==> src/hw/bp_pkg.sv <==
// Shared opcode constants, branch kind encoding and widths for the branch prediction unit
package bp_pkg;

    // Machine word width, used for every PC and target
    localparam int XLEN = 32;

    // Width of the major opcode field of a resolved instruction
    localparam int OPCODE_W = 7;

    // Instructions are word aligned, so the two low PC bits never index a table
    localparam int PC_ALIGN_BITS = 2;

    // Fallthrough step from one fetch address to the next
    localparam logic [XLEN-1:0] INSTR_BYTES = 32'd4;

    // Opcodes of the control transfer instructions that the unit learns
    // Unconditional jump with PC-relative target
    localparam logic [OPCODE_W-1:0] OP_JAL = 7'b1101111;
    // Register-indirect jump, target can change between executions
    localparam logic [OPCODE_W-1:0] OP_JALR = 7'b1100111;
    // Conditional branch family (beq, bne, blt and so on)
    localparam logic [OPCODE_W-1:0] OP_BRANCH = 7'b1100011;

    // Kind of control transfer held in a target buffer entry
    // KIND_NONE also marks a lookup that missed
    typedef enum logic [1:0] {
        KIND_NONE   = 2'd0,
        KIND_BRANCH = 2'd1,
        KIND_JUMP   = 2'd2
    } bp_kind_e;

    // Two-bit saturating counter limits
    localparam logic [1:0] CNT_MIN = 2'b00;
    localparam logic [1:0] CNT_MAX = 2'b11;

endpackage
==> src/hw/bp_update_if.sv <==
// Resolve-side traffic between the control block and the target buffer, probe and write
`timescale 1ns/1ps

interface bp_update_if #(
    parameter int NUM_BTB_ENTRIES = 32
);

    localparam int IDX_BITS = $clog2(NUM_BTB_ENTRIES);
    localparam int TAG_BITS = bp_pkg::XLEN - IDX_BITS - bp_pkg::PC_ALIGN_BITS;

    // Control side drives the probe address and the write request
    logic [bp_pkg::XLEN-1:0] probe_pc;
    logic                    wr_en;
    logic [bp_pkg::XLEN-1:0] wr_target;
    bp_pkg::bp_kind_e        wr_kind;

    // Buffer answers with the state of the probed entry
    logic probe_hit;
    logic probe_same_target;

    // Entry index, taken just above the word offset
    function automatic logic [IDX_BITS-1:0] pc_index(input logic [bp_pkg::XLEN-1:0] pc);
        return pc[IDX_BITS+bp_pkg::PC_ALIGN_BITS-1:bp_pkg::PC_ALIGN_BITS];
    endfunction

    // Tag is every PC bit above the index
    function automatic logic [TAG_BITS-1:0] pc_tag(input logic [bp_pkg::XLEN-1:0] pc);
        return pc[bp_pkg::XLEN-1:IDX_BITS+bp_pkg::PC_ALIGN_BITS];
    endfunction

    modport control (
        output probe_pc, wr_en, wr_target, wr_kind,
        input  probe_hit, probe_same_target
    );

    modport buffer (
        input  probe_pc, wr_en, wr_target, wr_kind,
        output probe_hit, probe_same_target,
        import pc_index, pc_tag
    );

endinterface

==> src/hw/branch_predictor_top.sv <==
// Top level of the fetch-stage branch prediction unit, plain ports for fetch and execute
`timescale 1ns/1ps

module branch_predictor_top #(
    parameter int NUM_BTB_ENTRIES = 32,
    parameter int NUM_GHR_BITS    = 5
) (
    input  logic                    clk,
    input  logic                    reset_i,

    // Fetch lookup
    input  logic [31:0]             fetch_pc_i,

    // Resolve strobe from execute
    input  logic                    resolve_valid_i,
    input  logic [31:0]             resolve_pc_i,
    input  logic [6:0]              resolve_op_i,
    input  logic                    resolve_taken_i,
    input  logic [31:0]             resolve_target_i,
    input  logic [NUM_GHR_BITS-1:0] resolve_pht_index_i,

    // Prediction, valid in the same cycle as fetch_pc_i
    output logic                    predict_taken_o,
    output logic [31:0]             predict_next_pc_o,
    output logic [NUM_GHR_BITS-1:0] predict_pht_index_o
);

    // Fetch side results
    logic                    btb_hit;
    bp_pkg::bp_kind_e        btb_kind;
    logic [31:0]             btb_target;
    logic                    pht_msb;

    // Training from control to gshare
    logic                    train_en;
    logic                    train_taken;
    logic [NUM_GHR_BITS-1:0] train_index;
    logic                    hist_shift;

    bp_update_if #(.NUM_BTB_ENTRIES(NUM_BTB_ENTRIES)) upd_if ();

    branch_target_buffer #(.NUM_BTB_ENTRIES(NUM_BTB_ENTRIES)) i_btb (
        .clk, .reset_i,
        .lookup_pc_i(fetch_pc_i), .lookup_hit_o(btb_hit),
        .lookup_kind_o(btb_kind), .lookup_target_o(btb_target),
        .upd(upd_if.buffer)
    );

    gshare_predictor #(.NUM_GHR_BITS(NUM_GHR_BITS)) i_gshare (
        .clk, .reset_i,
        .lookup_pc_i(fetch_pc_i), .predict_msb_o(pht_msb),
        .pht_index_o(predict_pht_index_o),
        .train_en_i(train_en), .train_taken_i(train_taken),
        .train_index_i(train_index), .hist_shift_i(hist_shift)
    );

    bp_control #(.NUM_GHR_BITS(NUM_GHR_BITS)) i_control (
        .fetch_pc_i, .btb_hit_i(btb_hit), .btb_kind_i(btb_kind),
        .btb_target_i(btb_target), .pht_msb_i(pht_msb),
        .resolve_valid_i, .resolve_pc_i, .resolve_op_i, .resolve_taken_i,
        .resolve_target_i, .resolve_pht_index_i,
        .upd(upd_if.control),
        .train_en_o(train_en), .train_taken_o(train_taken),
        .train_index_o(train_index), .hist_shift_o(hist_shift),
        .predict_taken_o, .predict_next_pc_o
    );

endmodule

==> src/hw/bp_control.sv <==
// Control for the prediction unit, decodes resolves into updates and forms the fetch prediction
`timescale 1ns/1ps

module bp_control #(
    parameter int NUM_GHR_BITS = 5
) (
    // Fetch side results from the two tables
    input  logic [bp_pkg::XLEN-1:0]     fetch_pc_i,
    input  logic                        btb_hit_i,
    input  bp_pkg::bp_kind_e            btb_kind_i,
    input  logic [bp_pkg::XLEN-1:0]     btb_target_i,
    input  logic                        pht_msb_i,

    // Resolve strobe from execute
    input  logic                        resolve_valid_i,
    input  logic [bp_pkg::XLEN-1:0]     resolve_pc_i,
    input  logic [bp_pkg::OPCODE_W-1:0] resolve_op_i,
    input  logic                        resolve_taken_i,
    input  logic [bp_pkg::XLEN-1:0]     resolve_target_i,
    input  logic [NUM_GHR_BITS-1:0]     resolve_pht_index_i,

    // Buffer probe and write
    bp_update_if.control                upd,

    // Counter and history training
    output logic                        train_en_o,
    output logic                        train_taken_o,
    output logic [NUM_GHR_BITS-1:0]     train_index_o,
    output logic                        hist_shift_o,

    // Prediction back to fetch
    output logic                        predict_taken_o,
    output logic [bp_pkg::XLEN-1:0]     predict_next_pc_o
);

    bp_pkg::bp_kind_e resolve_kind;
    logic             resolve_is_cti;
    logic             resolve_is_branch;
    logic [bp_pkg::XLEN-1:0] fallthrough_pc;

    // Opcode decode
    // jal and jalr share one kind, both are always taken
    always_comb begin
        case (resolve_op_i)
            bp_pkg::OP_JAL,
            bp_pkg::OP_JALR:   resolve_kind = bp_pkg::KIND_JUMP;
            bp_pkg::OP_BRANCH: resolve_kind = bp_pkg::KIND_BRANCH;
            default:           resolve_kind = bp_pkg::KIND_NONE;
        endcase
    end

    assign resolve_is_cti    = resolve_valid_i && (resolve_kind != bp_pkg::KIND_NONE);
    assign resolve_is_branch = resolve_valid_i && (resolve_kind == bp_pkg::KIND_BRANCH);

    // Buffer update
    // Write on a new PC or on a changed target, a matching entry is left alone
    assign upd.probe_pc  = resolve_pc_i;
    assign upd.wr_target = resolve_target_i;
    assign upd.wr_kind   = resolve_kind;
    assign upd.wr_en     = resolve_is_cti && (!upd.probe_hit || !upd.probe_same_target);

    // Training
    // Only conditional branches touch counters and history
    assign train_en_o    = resolve_is_branch;
    assign train_taken_o = resolve_taken_i;
    assign train_index_o = resolve_pht_index_i;
    assign hist_shift_o  = resolve_is_branch;

    // Fetch prediction
    assign fallthrough_pc = fetch_pc_i + bp_pkg::INSTR_BYTES;

    always_comb begin
        predict_taken_o   = 1'b0;
        predict_next_pc_o = fallthrough_pc;
        if (btb_hit_i) begin
            case (btb_kind_i)
                bp_pkg::KIND_JUMP: begin
                    predict_taken_o   = 1'b1;
                    predict_next_pc_o = btb_target_i;
                end
                bp_pkg::KIND_BRANCH: begin
                    // Direction from the counter, target only when taken
                    predict_taken_o = pht_msb_i;
                    if (pht_msb_i) begin
                        predict_next_pc_o = btb_target_i;
                    end
                end
                default: begin
                    predict_taken_o = 1'b0;
                end
            endcase
        end
    end

endmodule

==> src/hw/gshare_predictor.sv <==
// Gshare direction predictor, history register and 2-bit counter table indexed by pc xor history
`timescale 1ns/1ps

module gshare_predictor #(
    parameter int NUM_GHR_BITS = 5
) (
    input  logic                    clk,
    input  logic                    reset_i,

    // Fetch side read
    input  logic [bp_pkg::XLEN-1:0] lookup_pc_i,
    output logic                    predict_msb_o,
    output logic [NUM_GHR_BITS-1:0] pht_index_o,

    // Resolve side training
    input  logic                    train_en_i,
    input  logic                    train_taken_i,
    input  logic [NUM_GHR_BITS-1:0] train_index_i,
    input  logic                    hist_shift_i
);

    localparam int NUM_COUNTERS = 1 << NUM_GHR_BITS;

    // Global history, newest outcome in the top bit
    logic [NUM_GHR_BITS-1:0] ghr_q;

    // Pattern history table of saturating counters
    logic [1:0] pht_q [NUM_COUNTERS];

    // Hash of the word address bits with the history
    assign pht_index_o =
        lookup_pc_i[NUM_GHR_BITS+bp_pkg::PC_ALIGN_BITS-1:bp_pkg::PC_ALIGN_BITS] ^ ghr_q;

    // Upper counter bit is the direction, 2 and 3 mean taken
    assign predict_msb_o = pht_q[pht_index_o][1];

    // Counter training
    // Training uses the index captured at fetch, not a fresh hash
    always_ff @(posedge clk) begin
        if (reset_i) begin
            // Everything starts strongly not taken
            for (int i = 0; i < NUM_COUNTERS; i++) begin
                pht_q[i] <= bp_pkg::CNT_MIN;
            end
        end else if (train_en_i) begin
            if (train_taken_i) begin
                if (pht_q[train_index_i] != bp_pkg::CNT_MAX) begin
                    pht_q[train_index_i] <= pht_q[train_index_i] + 2'd1;
                end
            end else begin
                if (pht_q[train_index_i] != bp_pkg::CNT_MIN) begin
                    pht_q[train_index_i] <= pht_q[train_index_i] - 2'd1;
                end
            end
        end
    end

    // History shift
    // Outcome enters at the top, oldest bit drops off the bottom
    always_ff @(posedge clk) begin
        if (reset_i) begin
            ghr_q <= '0;
        end else if (hist_shift_i) begin
            ghr_q <= {train_taken_i, ghr_q[NUM_GHR_BITS-1:1]};
        end
    end

endmodule

==> src/hw/branch_target_buffer.sv <==
// Direct-mapped target buffer, combinational fetch lookup plus resolve probe and edge write
`timescale 1ns/1ps

module branch_target_buffer #(
    parameter int NUM_BTB_ENTRIES = 32
) (
    input  logic                    clk,
    input  logic                    reset_i,

    // Fetch lookup
    input  logic [bp_pkg::XLEN-1:0] lookup_pc_i,
    output logic                    lookup_hit_o,
    output bp_pkg::bp_kind_e        lookup_kind_o,
    output logic [bp_pkg::XLEN-1:0] lookup_target_o,

    // Resolve probe and write
    bp_update_if.buffer             upd
);

    localparam int IDX_BITS = $clog2(NUM_BTB_ENTRIES);
    localparam int TAG_BITS = bp_pkg::XLEN - IDX_BITS - bp_pkg::PC_ALIGN_BITS;

    // Entry storage
    // Only the valid bits carry control meaning, the rest is payload
    logic [NUM_BTB_ENTRIES-1:0] valid_q;
    logic [TAG_BITS-1:0]        tag_q    [NUM_BTB_ENTRIES];
    logic [bp_pkg::XLEN-1:0]    target_q [NUM_BTB_ENTRIES];
    bp_pkg::bp_kind_e           kind_q   [NUM_BTB_ENTRIES];

    // Fetch side address split
    logic [IDX_BITS-1:0] lookup_idx;
    logic [TAG_BITS-1:0] lookup_tag;

    // Resolve side address split
    logic [IDX_BITS-1:0] probe_idx;
    logic [TAG_BITS-1:0] probe_tag;

    assign lookup_idx = upd.pc_index(lookup_pc_i);
    assign lookup_tag = upd.pc_tag(lookup_pc_i);
    assign probe_idx  = upd.pc_index(upd.probe_pc);
    assign probe_tag  = upd.pc_tag(upd.probe_pc);

    // Fetch lookup
    // A miss reports no kind so control falls through to pc+4
    always_comb begin
        lookup_hit_o    = valid_q[lookup_idx] && (tag_q[lookup_idx] == lookup_tag);
        lookup_target_o = target_q[lookup_idx];
        if (lookup_hit_o) begin
            lookup_kind_o = kind_q[lookup_idx];
        end else begin
            lookup_kind_o = bp_pkg::KIND_NONE;
        end
    end

    // Resolve probe
    // Tells control whether the resolved PC is already learned with this target
    assign upd.probe_hit = valid_q[probe_idx] && (tag_q[probe_idx] == probe_tag);
    assign upd.probe_same_target = (target_q[probe_idx] == upd.wr_target);

    // Valid bits, cleared by reset and set by any write
    always_ff @(posedge clk) begin
        if (reset_i) begin
            valid_q <= '0;
        end else if (upd.wr_en) begin
            valid_q[probe_idx] <= 1'b1;
        end
    end

    // Entry payload
    // A write simply evicts whatever sits at the index, no replacement choice
    always_ff @(posedge clk) begin
        if (upd.wr_en) begin
            tag_q[probe_idx]    <= probe_tag;
            target_q[probe_idx] <= upd.wr_target;
            kind_q[probe_idx]   <= upd.wr_kind;
        end
    end

endmodule

==> config.mk <==
export PLATFORM = sky130hd
export DESIGN_NAME = branch_predictor_top
export DESIGN_NICKNAME = d
export VERILOG_FILES = /design/src/hw/bp_pkg.sv /design/src/hw/bp_update_if.sv /design/src/hw/branch_predictor_top.sv /design/src/hw/bp_control.sv /design/src/hw/gshare_predictor.sv /design/src/hw/branch_target_buffer.sv
export SDC_FILE = /design/constraint.sdc
export NUM_CORES = 2
export LEC_CHECK = 0
export ABC_AREA = 1
export BUFFER_PORTS_ARGS = -buffer_cell sky130_fd_sc_hd__buf_2
export CELL_PAD_IN_SITES_DETAIL_PLACEMENT = 1
export CELL_PAD_IN_SITES_GLOBAL_PLACEMENT = 2
export CORE_AREA = 2 2 505 507
export CTS_BUF_LIST = sky130_fd_sc_hd__clkbuf_8
export CTS_CLUSTER_DIAMETER = 30
export CTS_CLUSTER_SIZE = 10
export DETAILED_ROUTE_END_ITERATION = 8
export DIE_AREA = 0 0 507 509
export PLACE_DENSITY = 0.84
export SYNTH_ARGS = -nofsm -noshare
export SYNTH_HDL_FRONTEND = slang
export SYNTH_SLANG_ARGS = --single-unit
export TNS_END_PERCENT = 50
==> constraint.sdc <==
create_clock -name clk -period 6.87 [get_ports clk]
set_input_delay 0.3435 -clock clk [delete_from_list [all_inputs] [get_ports clk]]
set_output_delay 0.3435 -clock clk [all_outputs]
set_load 0.02 [all_outputs]
== Word-level counts from Yosys, hierarchy flattened ==
Memory sizes are Yosys's and may differ from the RTL's.
Index checks and enable logic that the tools add are counted.

* Logic and storage cells: 69
* Memory bits (writable): 1,952
* Output and inout port bits: 38
* Memories: 4
* Register bits: 37
* Input bits: 112

* Magnitude comparators: 3
* Eq/ne operators: 10
* Reductions and logical operators: 13
* Mux-type cells: 31
* Bitwise gates (word level): 3
* $add $sub $neg: 3

{| class="wikitable"
|+ Memory list
! name !! words !! bits a word !! read ports !! clocked after memory_dff !! wr ports !! RTL line !! text
|-
| i_btb.target_q || 32 || 32 || 2 || 0 || 1 || branch_target_buffer.sv:27 || <nowiki>logic [bp_pkg::XLEN-1:0] target_q [NUM_BTB_ENTRIES];</nowiki>
|-
| i_btb.tag_q || 32 || 25 || 2 || 0 || 1 || branch_target_buffer.sv:26 || <nowiki>logic [TAG_BITS-1:0] tag_q [NUM_BTB_ENTRIES];</nowiki>
|-
| i_btb.kind_q || 32 || 2 || 1 || 0 || 1 || branch_target_buffer.sv:28 || <nowiki>bp_pkg::bp_kind_e kind_q [NUM_BTB_ENTRIES];</nowiki>
|-
| i_gshare.pht_q || 32 || 2 || 2 || 0 || 32 || gshare_predictor.sv:28 || <nowiki>logic [1:0] pht_q [NUM_COUNTERS];</nowiki>
|}

{| class="wikitable"
|+ Operators with widths
! cell !! number
|-
| two-way mux 32 bit || 2
|-
| case mux 32 bit (2 select lines) || 1
|-
| == test 25 bit || 2
|-
| adder 32 x 3 -> 32 bit (second input constant) || 1
|-
| == test 32 bit || 1
|-
| bitwise OR 32 bit || 1
|-
| == test 7 bit (second input constant) || 3
|-
| two-way mux 1 bit || 19
|-
| < comparator 5 x 6 -> 1 bit (second input constant) || 2
|-
| binary-select mux 1 bit (select 5 bit) || 2
|-
| logical AND 1 bit || 6
|-
| two-way mux 2 bit || 3
|-
| demux 1 bit (select 5 bit) || 1
|-
| greater-or-equal comparator 5 x 1 -> 1 bit (second input constant) || 1
|-
| two-way mux 5 bit || 1
|-
| bitwise XOR 5 bit || 1
|-
| == test 2 x 1 -> 1 bit (second input constant) || 2
|-
| case mux 2 bit (2 select lines) || 1
|-
| nonzero test 2 bit || 2
|-
| OR reduction 2 bit || 2
|-
| adder 2 x 1 -> 2 bit (second input constant) || 1
|-
| == test 2 bit (second input constant) || 1
|-
| logical NOT 1 bit || 2
|-
| inequality test 2 bit (second input constant) || 1
|-
| 4 further kinds || 4
|}

== Depth between registers and ports, before layout ==
* Depth after elaboration: 11
* Depth in mapped cells: 29
* Gate-level depth less buffers: 24

== Hierarchy ==
Synthesis repeated with hierarchy kept, for this count alone.

* Cell total of the unflattened synthesis: 9,630
* Area, all modules: 96,556.4 sq um

{| class="wikitable"
|+ Modules (own cells, without submodules)
! module !! area an instance (sq um) !! cells each !! instances !! seq. area each (sq um)
|-
| branch_target_buffer || 90,175.2 || 8,734 || 1 || 57,335.0
|-
| gshare_predictor || 4,444.3 || 536 || 1 || 2,021.9
|-
| bp_control || 1,936.9 || 360 || 1 || 0.0
|}

== Worst setup path after synthesis ==
OpenSTA, ideal clock, no wires.

* Path type: in2reg
* From: in resolve_op_i[5]
* To: mem i_btb.kind_q[10][0] (netlist bit), enable pin
* Stages on the path: 9
* Required time: 6.457 ns
* Data arrival time: 4.862 ns
* Buffers on the path: 1
* Path slack: 1.595 ns
* Cells stage by stage: nand2_1 -> nor2_1 -> inv_1 -> nor4_1 -> nand2_1 -> nand2_1 -> buf_1 -> nand3_2 -> inv_1

* Longest elaborated chain between the ends: 8

{| class="wikitable"
|+ Ends and longest elaborated chain
! what !! RTL line !! text
|-
| from (decl) || branch_predictor_top.sv:17 || <nowiki>input logic [6:0] resolve_op_i,</nowiki>
|-
| == test 7 bit || bp_control.sv:44 || <nowiki>case (resolve_op_i)</nowiki>
|-
| OR reduction 2 bit || bp_control.sv:44 ||
|-
| case mux 2 bit (2 select lines) (*) || bp_control.sv:44 ||
|-
| net i_btb.upd.wr_kind[0] || bp_update_if.sv:37 || <nowiki>input probe_pc, wr_en, wr_target, wr_kind,</nowiki>
|-
| nonzero test 2 bit (*) || bp_control.sv:52 || <nowiki>assign resolve_is_cti = resolve_valid_i && (resolve_kind != bp_pkg::KIND_NONE);</nowiki>
|-
| logical AND 1 bit (*) || bp_control.sv:52 ||
|-
| logical AND 1 bit (*) || bp_control.sv:60 || <nowiki>assign upd.wr_en = resolve_is_cti && (!upd.probe_hit || !upd.probe_same_target);</nowiki>
|-
| two-way mux 1 bit (*) || branch_target_buffer.sv:72 || <nowiki>if (upd.wr_en) begin</nowiki>
|-
| two-way mux 1 bit (implied by the code) (*) || branch_target_buffer.sv:75 || <nowiki>kind_q[probe_idx] <= upd.wr_kind;</nowiki>
|-
| to (decl) || branch_target_buffer.sv:28 ||
|}

The timed path passes the listed nets; every way through them passes the cells marked *.

== Worst setup path after layout ==
* From: in fetch_pc_i[2]
* To: out predict_next_pc_o[24]

* Longest elaborated chain between the ends: 7

{| class="wikitable"
|+ Ends and longest elaborated chain
! what !! RTL line !! text
|-
| from (decl) || branch_predictor_top.sv:12 || <nowiki>input logic [31:0] fetch_pc_i,</nowiki>
|-
| memory read (32 x 25 bit) or binary-select mux 1 bit (select 5 bit) (tied branches) || n/a ||
|-
| == test 25 bit or two-way mux 1 bit (tied branches) || branch_target_buffer.sv:46 || <nowiki>lookup_hit_o = valid_q[lookup_idx] && (tag_q[lookup_idx] == lookup_tag);</nowiki>
|-
| logical AND 1 bit || branch_target_buffer.sv:46 ||
|-
| two-way mux 2 bit || branch_target_buffer.sv:48 || <nowiki>if (lookup_hit_o) begin</nowiki>
|-
| == test 2 x 1 -> 1 bit or == test 2 bit (tied branches) || bp_control.sv:76 || <nowiki>case (btb_kind_i)</nowiki>
|-
| case mux 32 bit (2 select lines) || bp_control.sv:76 ||
|-
| two-way mux 32 bit (*) || bp_control.sv:75 || <nowiki>if (btb_hit_i) begin</nowiki>
|-
| to (decl) || branch_predictor_top.sv:24 || <nowiki>output logic [31:0] predict_next_pc_o,</nowiki>
|}

Every way passes the cells marked *; elsewhere a longest branch is shown, timed or not. The select of a mux whose other input is x is not followed.

==> impl_metrics.env <==
export IMPL_outcome="finished clean"
export IMPL_gp_congestion=0.883
export IMPL_clkSinkCount=1989
export IMPL_dieWidth_um=507
export IMPL_crit_path_end="predict_next_pc_o[24]"
export IMPL_worst_path_stages=23
export IMPL_critPathCaptureType="output port"
export IMPL_use_met2_pct=55.4
export IMPL_clkSlewWorstSetupHoldPaths_ns=0.05
export IMPL_cts_resized=0
export IMPL_grt_use_met1_pct=46.9
export IMPL_nFillCells=29375
export IMPL_power_w=0.0328
export IMPL_ctsHtreeMaxLevel=6
export IMPL_cts_root_buf="clkbuf_8"
export IMPL_fp_row_count=185
export IMPL_ff2ff_path_depth=19
export IMPL_crit_path_top_delay_cell="inv_8"
export IMPL_startpoint="fetch_pc_i[2]"
export IMPL_drive_gt1_share_pct=10.0
export IMPL_synth_seq_cells=1989
export IMPL_p_sw_w=0.00880
export IMPL_drc=0
export IMPL_yosysSeqAreaShare_pct=57.5
export IMPL_first_pass_iters=6
export IMPL_initial_core_util_pct=40.8
export IMPL_start_kind="primary input"
export IMPL_ioPinCount=150
export IMPL_final_core_util_pct=47.1
export IMPL_power_density_nw_per_um2=276
export IMPL_top_usage_layer="met2"
export IMPL_timing_rr_start="i_btb.target_q[12][29]$_DFFE_PP_"
export IMPL_final_setup_tns_ns=0
export IMPL_synth_fa_ha_area_share_pct=0.0364
export IMPL_num_vias=94894
export IMPL_power_frac_clock_pct=50.2
export IMPL_synthToLayoutAreaGrowth_pct=15.3
export IMPL_worst_setup_path_type="in2out"
export IMPL_drtIter0Drc=10785
export IMPL_swShare_pct=26.8
export IMPL_worstMarginPinSlew_ns=1.32
export IMPL_clk_latency_ns=1.07
export IMPL_fmax_mhz=164
export IMPL_p_int_w=0.0240
export IMPL_wl_per_cell_um=29.2
export IMPL_synth_top_family_by_area="simple AND/OR/NAND/NOR gates"
export IMPL_grt_first_pass_wirelength_mm=666
export IMPL_setup_viol=0
export IMPL_finalCritPeriodShare_pct=88.9
export IMPL_die_area_um2=258000
export IMPL_synth_simple_gate_area_share_pct=24.2
export IMPL_comb_power_share_pct=9.1
export IMPL_syn_mean_instance_area_um2=8.60
export IMPL_synth_distinct_cells=44
export IMPL_ys_warn_count=0
export IMPL_gr_usage_met3_pct=5.89
export IMPL_cts_tree="done"
export IMPL_syn_area_um2=103000
export IMPL_p_seq_share_pct=40.7
export IMPL_grt_use_total_pct=35.3
export IMPL_hold_viol=0
export IMPL_synth_compound_area_share_pct=11.9
export IMPL_hpwl_mm=259
export IMPL_worst_endpoint_arrival_ns=5.76
export IMPL_grt_ovfl_total=0
export IMPL_postRouteAntennaNets=0
export IMPL_cp_max_fo=121
export IMPL_place_port_buffers=147
export IMPL_async_flop_share_pct=0
export IMPL_final_max_slew_viol_count=0
export IMPL_yosys_area_share_xor_xnor_pct=0.161
export IMPL_grt_pass1_vias=96846
export IMPL_cp_common_cell="nand2_1"
export IMPL_finalCriticalPeriod_ns=6.10
export IMPL_grt_max_degree=194
export IMPL_vdd_drop_max_uv=162
export IMPL_crit_required_ns=6.53
export IMPL_syn_num_nets=12123
export IMPL_synth_ff_type="edfxtp_1"
export IMPL_slew_headroom_pct=11.6
export IMPL_routed_wl_mm=467
export IMPL_drv_cap=0
export IMPL_crit_buf_inv=7
export IMPL_syn_instance_count=12008
export IMPL_hold_class="in2reg"
export IMPL_slowest_delay_ns=0.63
export IMPL_r2r_end="i_btb.target_q[1][12]$_DFFE_PP_"
export IMPL_synthMuxAreaShare_pct=0
export IMPL_skew_ns=0.0805
export IMPL_critPathTopFamily="simple AND/OR/NAND/NOR gates"
export IMPL_avgViaCountPerCell=5.94
export IMPL_cp_cell_sequence="buf_8 > inv_8 > buf_4 > o21ai_0 > o22ai_1 > nand2_1 > nand3b_1 > nand3_1 > nand2_1 > nand2_1 > nor2_1 > nand2_1 > nor2_1 > nand2_1 > nor2_1 > inv_1 > ha_2 > inv_2 > buf_12 > o21ai_0 > nand3_1 > nand2_1 > buf_2"
export IMPL_leakagePower_nw=48.1
export IMPL_core_um2=253000
export IMPL_die_h_um=509
export IMPL_synth_edff_count=1952
export IMPL_r2r_setup_slack_ns=2.17
export IMPL_cts_buffers=530
export IMPL_final_nets=12293
export IMPL_antenna_found_initial=36
export IMPL_post_cts_buffers=0
export IMPL_clock_path_buffers=4
export IMPL_rsz0062_at_grt="false"
-- metal layers --
metal  vias to the layer above  wire length, um
met5                         -              140
met4                        24            25400
met3                      1131            41000
met2                      4740           211000
met1                     47952           189000
li1                      41047                -
-- what timing repair did --
item                                     CTS  global route
endpoints found under the setup margin     0             0
hold buffers                              66             0
endpoints found under the hold margin   2011             0
-- flip-flops by register name, indices dropped and copies added (netlist names) --
register        flops
i_gshare.ghr_q      5
i_btb.target_q   1024
i_btb.tag_q       800
i_btb.valid_q      32
i_gshare.pht_q     64
i_btb.kind_q       64
-- cells in the final DEF (no fill, tap or decap), types with 13 or more instances in the layout --
| cell type | Yosys | final |
|---|---|---|
| nand4_1 | 64 | 64 |
| edfxtp_1 | 1952 | 1952 |
| inv_8 | 0 | 13 |
| nor2_1 | 799 | 799 |
| a221oi_1 | 29 | 29 |
| buf_2 | 343 | 141 |
| nand3_1 | 637 | 636 |
| buf_12 | 0 | 54 |
| diode_2 | 0 | 15 |
| o221ai_1 | 97 | 97 |
| inv_1 | 677 | 725 |
| clkbuf_8 | 0 | 554 |
| nand2_1 | 4680 | 4676 |
| dfxtp_1 | 37 | 37 |
| clkinv_4 | 0 | 14 |
| nor3_1 | 17 | 16 |
| xor2_1 | 15 | 15 |
| dlygate4sd3_1 | 0 | 66 |
| clkinv_2 | 0 | 84 |
| a22oi_1 | 63 | 63 |
| clkinvlp_4 | 0 | 34 |
| inv_6 | 0 | 50 |
| o22ai_1 | 29 | 29 |
| bufinv_16 | 0 | 65 |
| nand3_2 | 31 | 32 |
| nand3b_1 | 26 | 26 |
| buf_4 | 32 | 176 |
| o21ai_1 | 37 | 37 |
| a21oi_1 | 578 | 578 |
| clkinv_1 | 4 | 81 |
| o211ai_1 | 154 | 154 |
| o21ai_0 | 1200 | 1200 |
-- final cells by class --
class	instances	area [um^2]	share of cell area, %
diodes	15	37.5	0.0315
flip-flops and latches	1989	59400	49.9
clock buffers	553	7610	6.39
repair buffers	442	3840	3.23
multi-input cells	8522	37500	31.5
well taps	3366	4210	3.54
inverters	693	2820	2.37
clock inverters	387	3670	3.08
-- cell families (layout without fill, tap and decap cells) --
group                    after synthesis  count (layout)
other                                  0              15
flip-flops                          1989            1989
AO/OA/AOI/OAI                       2216            2216
AND/OR/NAND/NOR                     6284            6284
buffers and inverters               1497            2075
XOR/XNOR                              19              19
adder cells (fa/ha/maj)                3               3
-- worst min path at each step --
stage / startpoint / depth (start not counted) / slack [ns] / endpoint
3_5_place_dp: i_btb.valid_q[0]$_SDFFE_PP0P_ / 2 / 0.46 / i_btb.valid_q[0]$_SDFFE_PP0P_
4_1_cts: resolve_valid_i / 3 / 0.02 / i_gshare.ghr_q[0]$_SDFFE_PP0P_
3_3_place_gp: i_btb.valid_q[2]$_SDFFE_PP0P_ / 2 / 0.45 / i_btb.valid_q[2]$_SDFFE_PP0P_
2_1_floorplan: i_btb.valid_q[22]$_SDFFE_PP0P_ / 2 / 0.44 / i_btb.valid_q[22]$_SDFFE_PP0P_
5_1_grt: resolve_valid_i / 3 / 0.06 / i_gshare.ghr_q[0]$_SDFFE_PP0P_
6_report: resolve_valid_i / 3 / 0.06 / i_gshare.ghr_q[0]$_SDFFE_PP0P_
-- cell usage after synthesis (32+ instances only) --
cell type	instances	share of area [%]
edfxtp_1	1952	57
nand2_1	4680	17
a21oi_1	578	2.8
nand3_1	637	3.1
buf_1	73	0.27
inv_1	677	2.5
buf_6	41	0.45
a22oi_1	63	0.46
buf_2	343	1.7
clkbuf_1	315	1.1
dfxtp_1	37	0.72
nor2_1	799	2.9
o21ai_0	1200	5.8
o221ai_1	97	0.82
o211ai_1	154	1.1
buf_4	32	0.23
nand4_1	64	0.39
o21ai_1	37	0.18
-- per-stage QoR --
step	hold WS, ns	cell area, um^2	std cells	worst slack (ns)
6_report	0.0630	119000	15967	0.766
5_1_grt	0.0637	119000	15957	0.570
4_1_cts	0.0224	119000	15952	0.932
3_5_place_dp	0.461	107000	14946	1.04
3_3_place_gp	0.448	107000	14946	1.08
2_1_floorplan	0.440	103000	12008	1.60
-- worst min-delay path: cells and delay by family --
kind                   cells  cell delay [ns]
and+or+nand+nor            1             0.42
buffers and inverters      1             0.13
AOI/OAI and AO/OA          1             0.13
-- power by group through the flow --
| stage | Combinational [W] | Sequential, W | Clock [W] |
|---|---|---|---|
| 2_1_floorplan | 0.00161 | 0.0136 | 0 |
| 3_3_place_gp | 0.00281 | 0.0136 | 0 |
| 3_5_place_dp | 0.00288 | 0.0136 | 0 |
| 4_1_cts | 0.00292 | 0.0134 | 0.0166 |
| 5_1_grt | 0.00319 | 0.0134 | 0.0172 |
| 6_report | 0.00300 | 0.0134 | 0.0165 |
(Power assumes the default switching activity.)
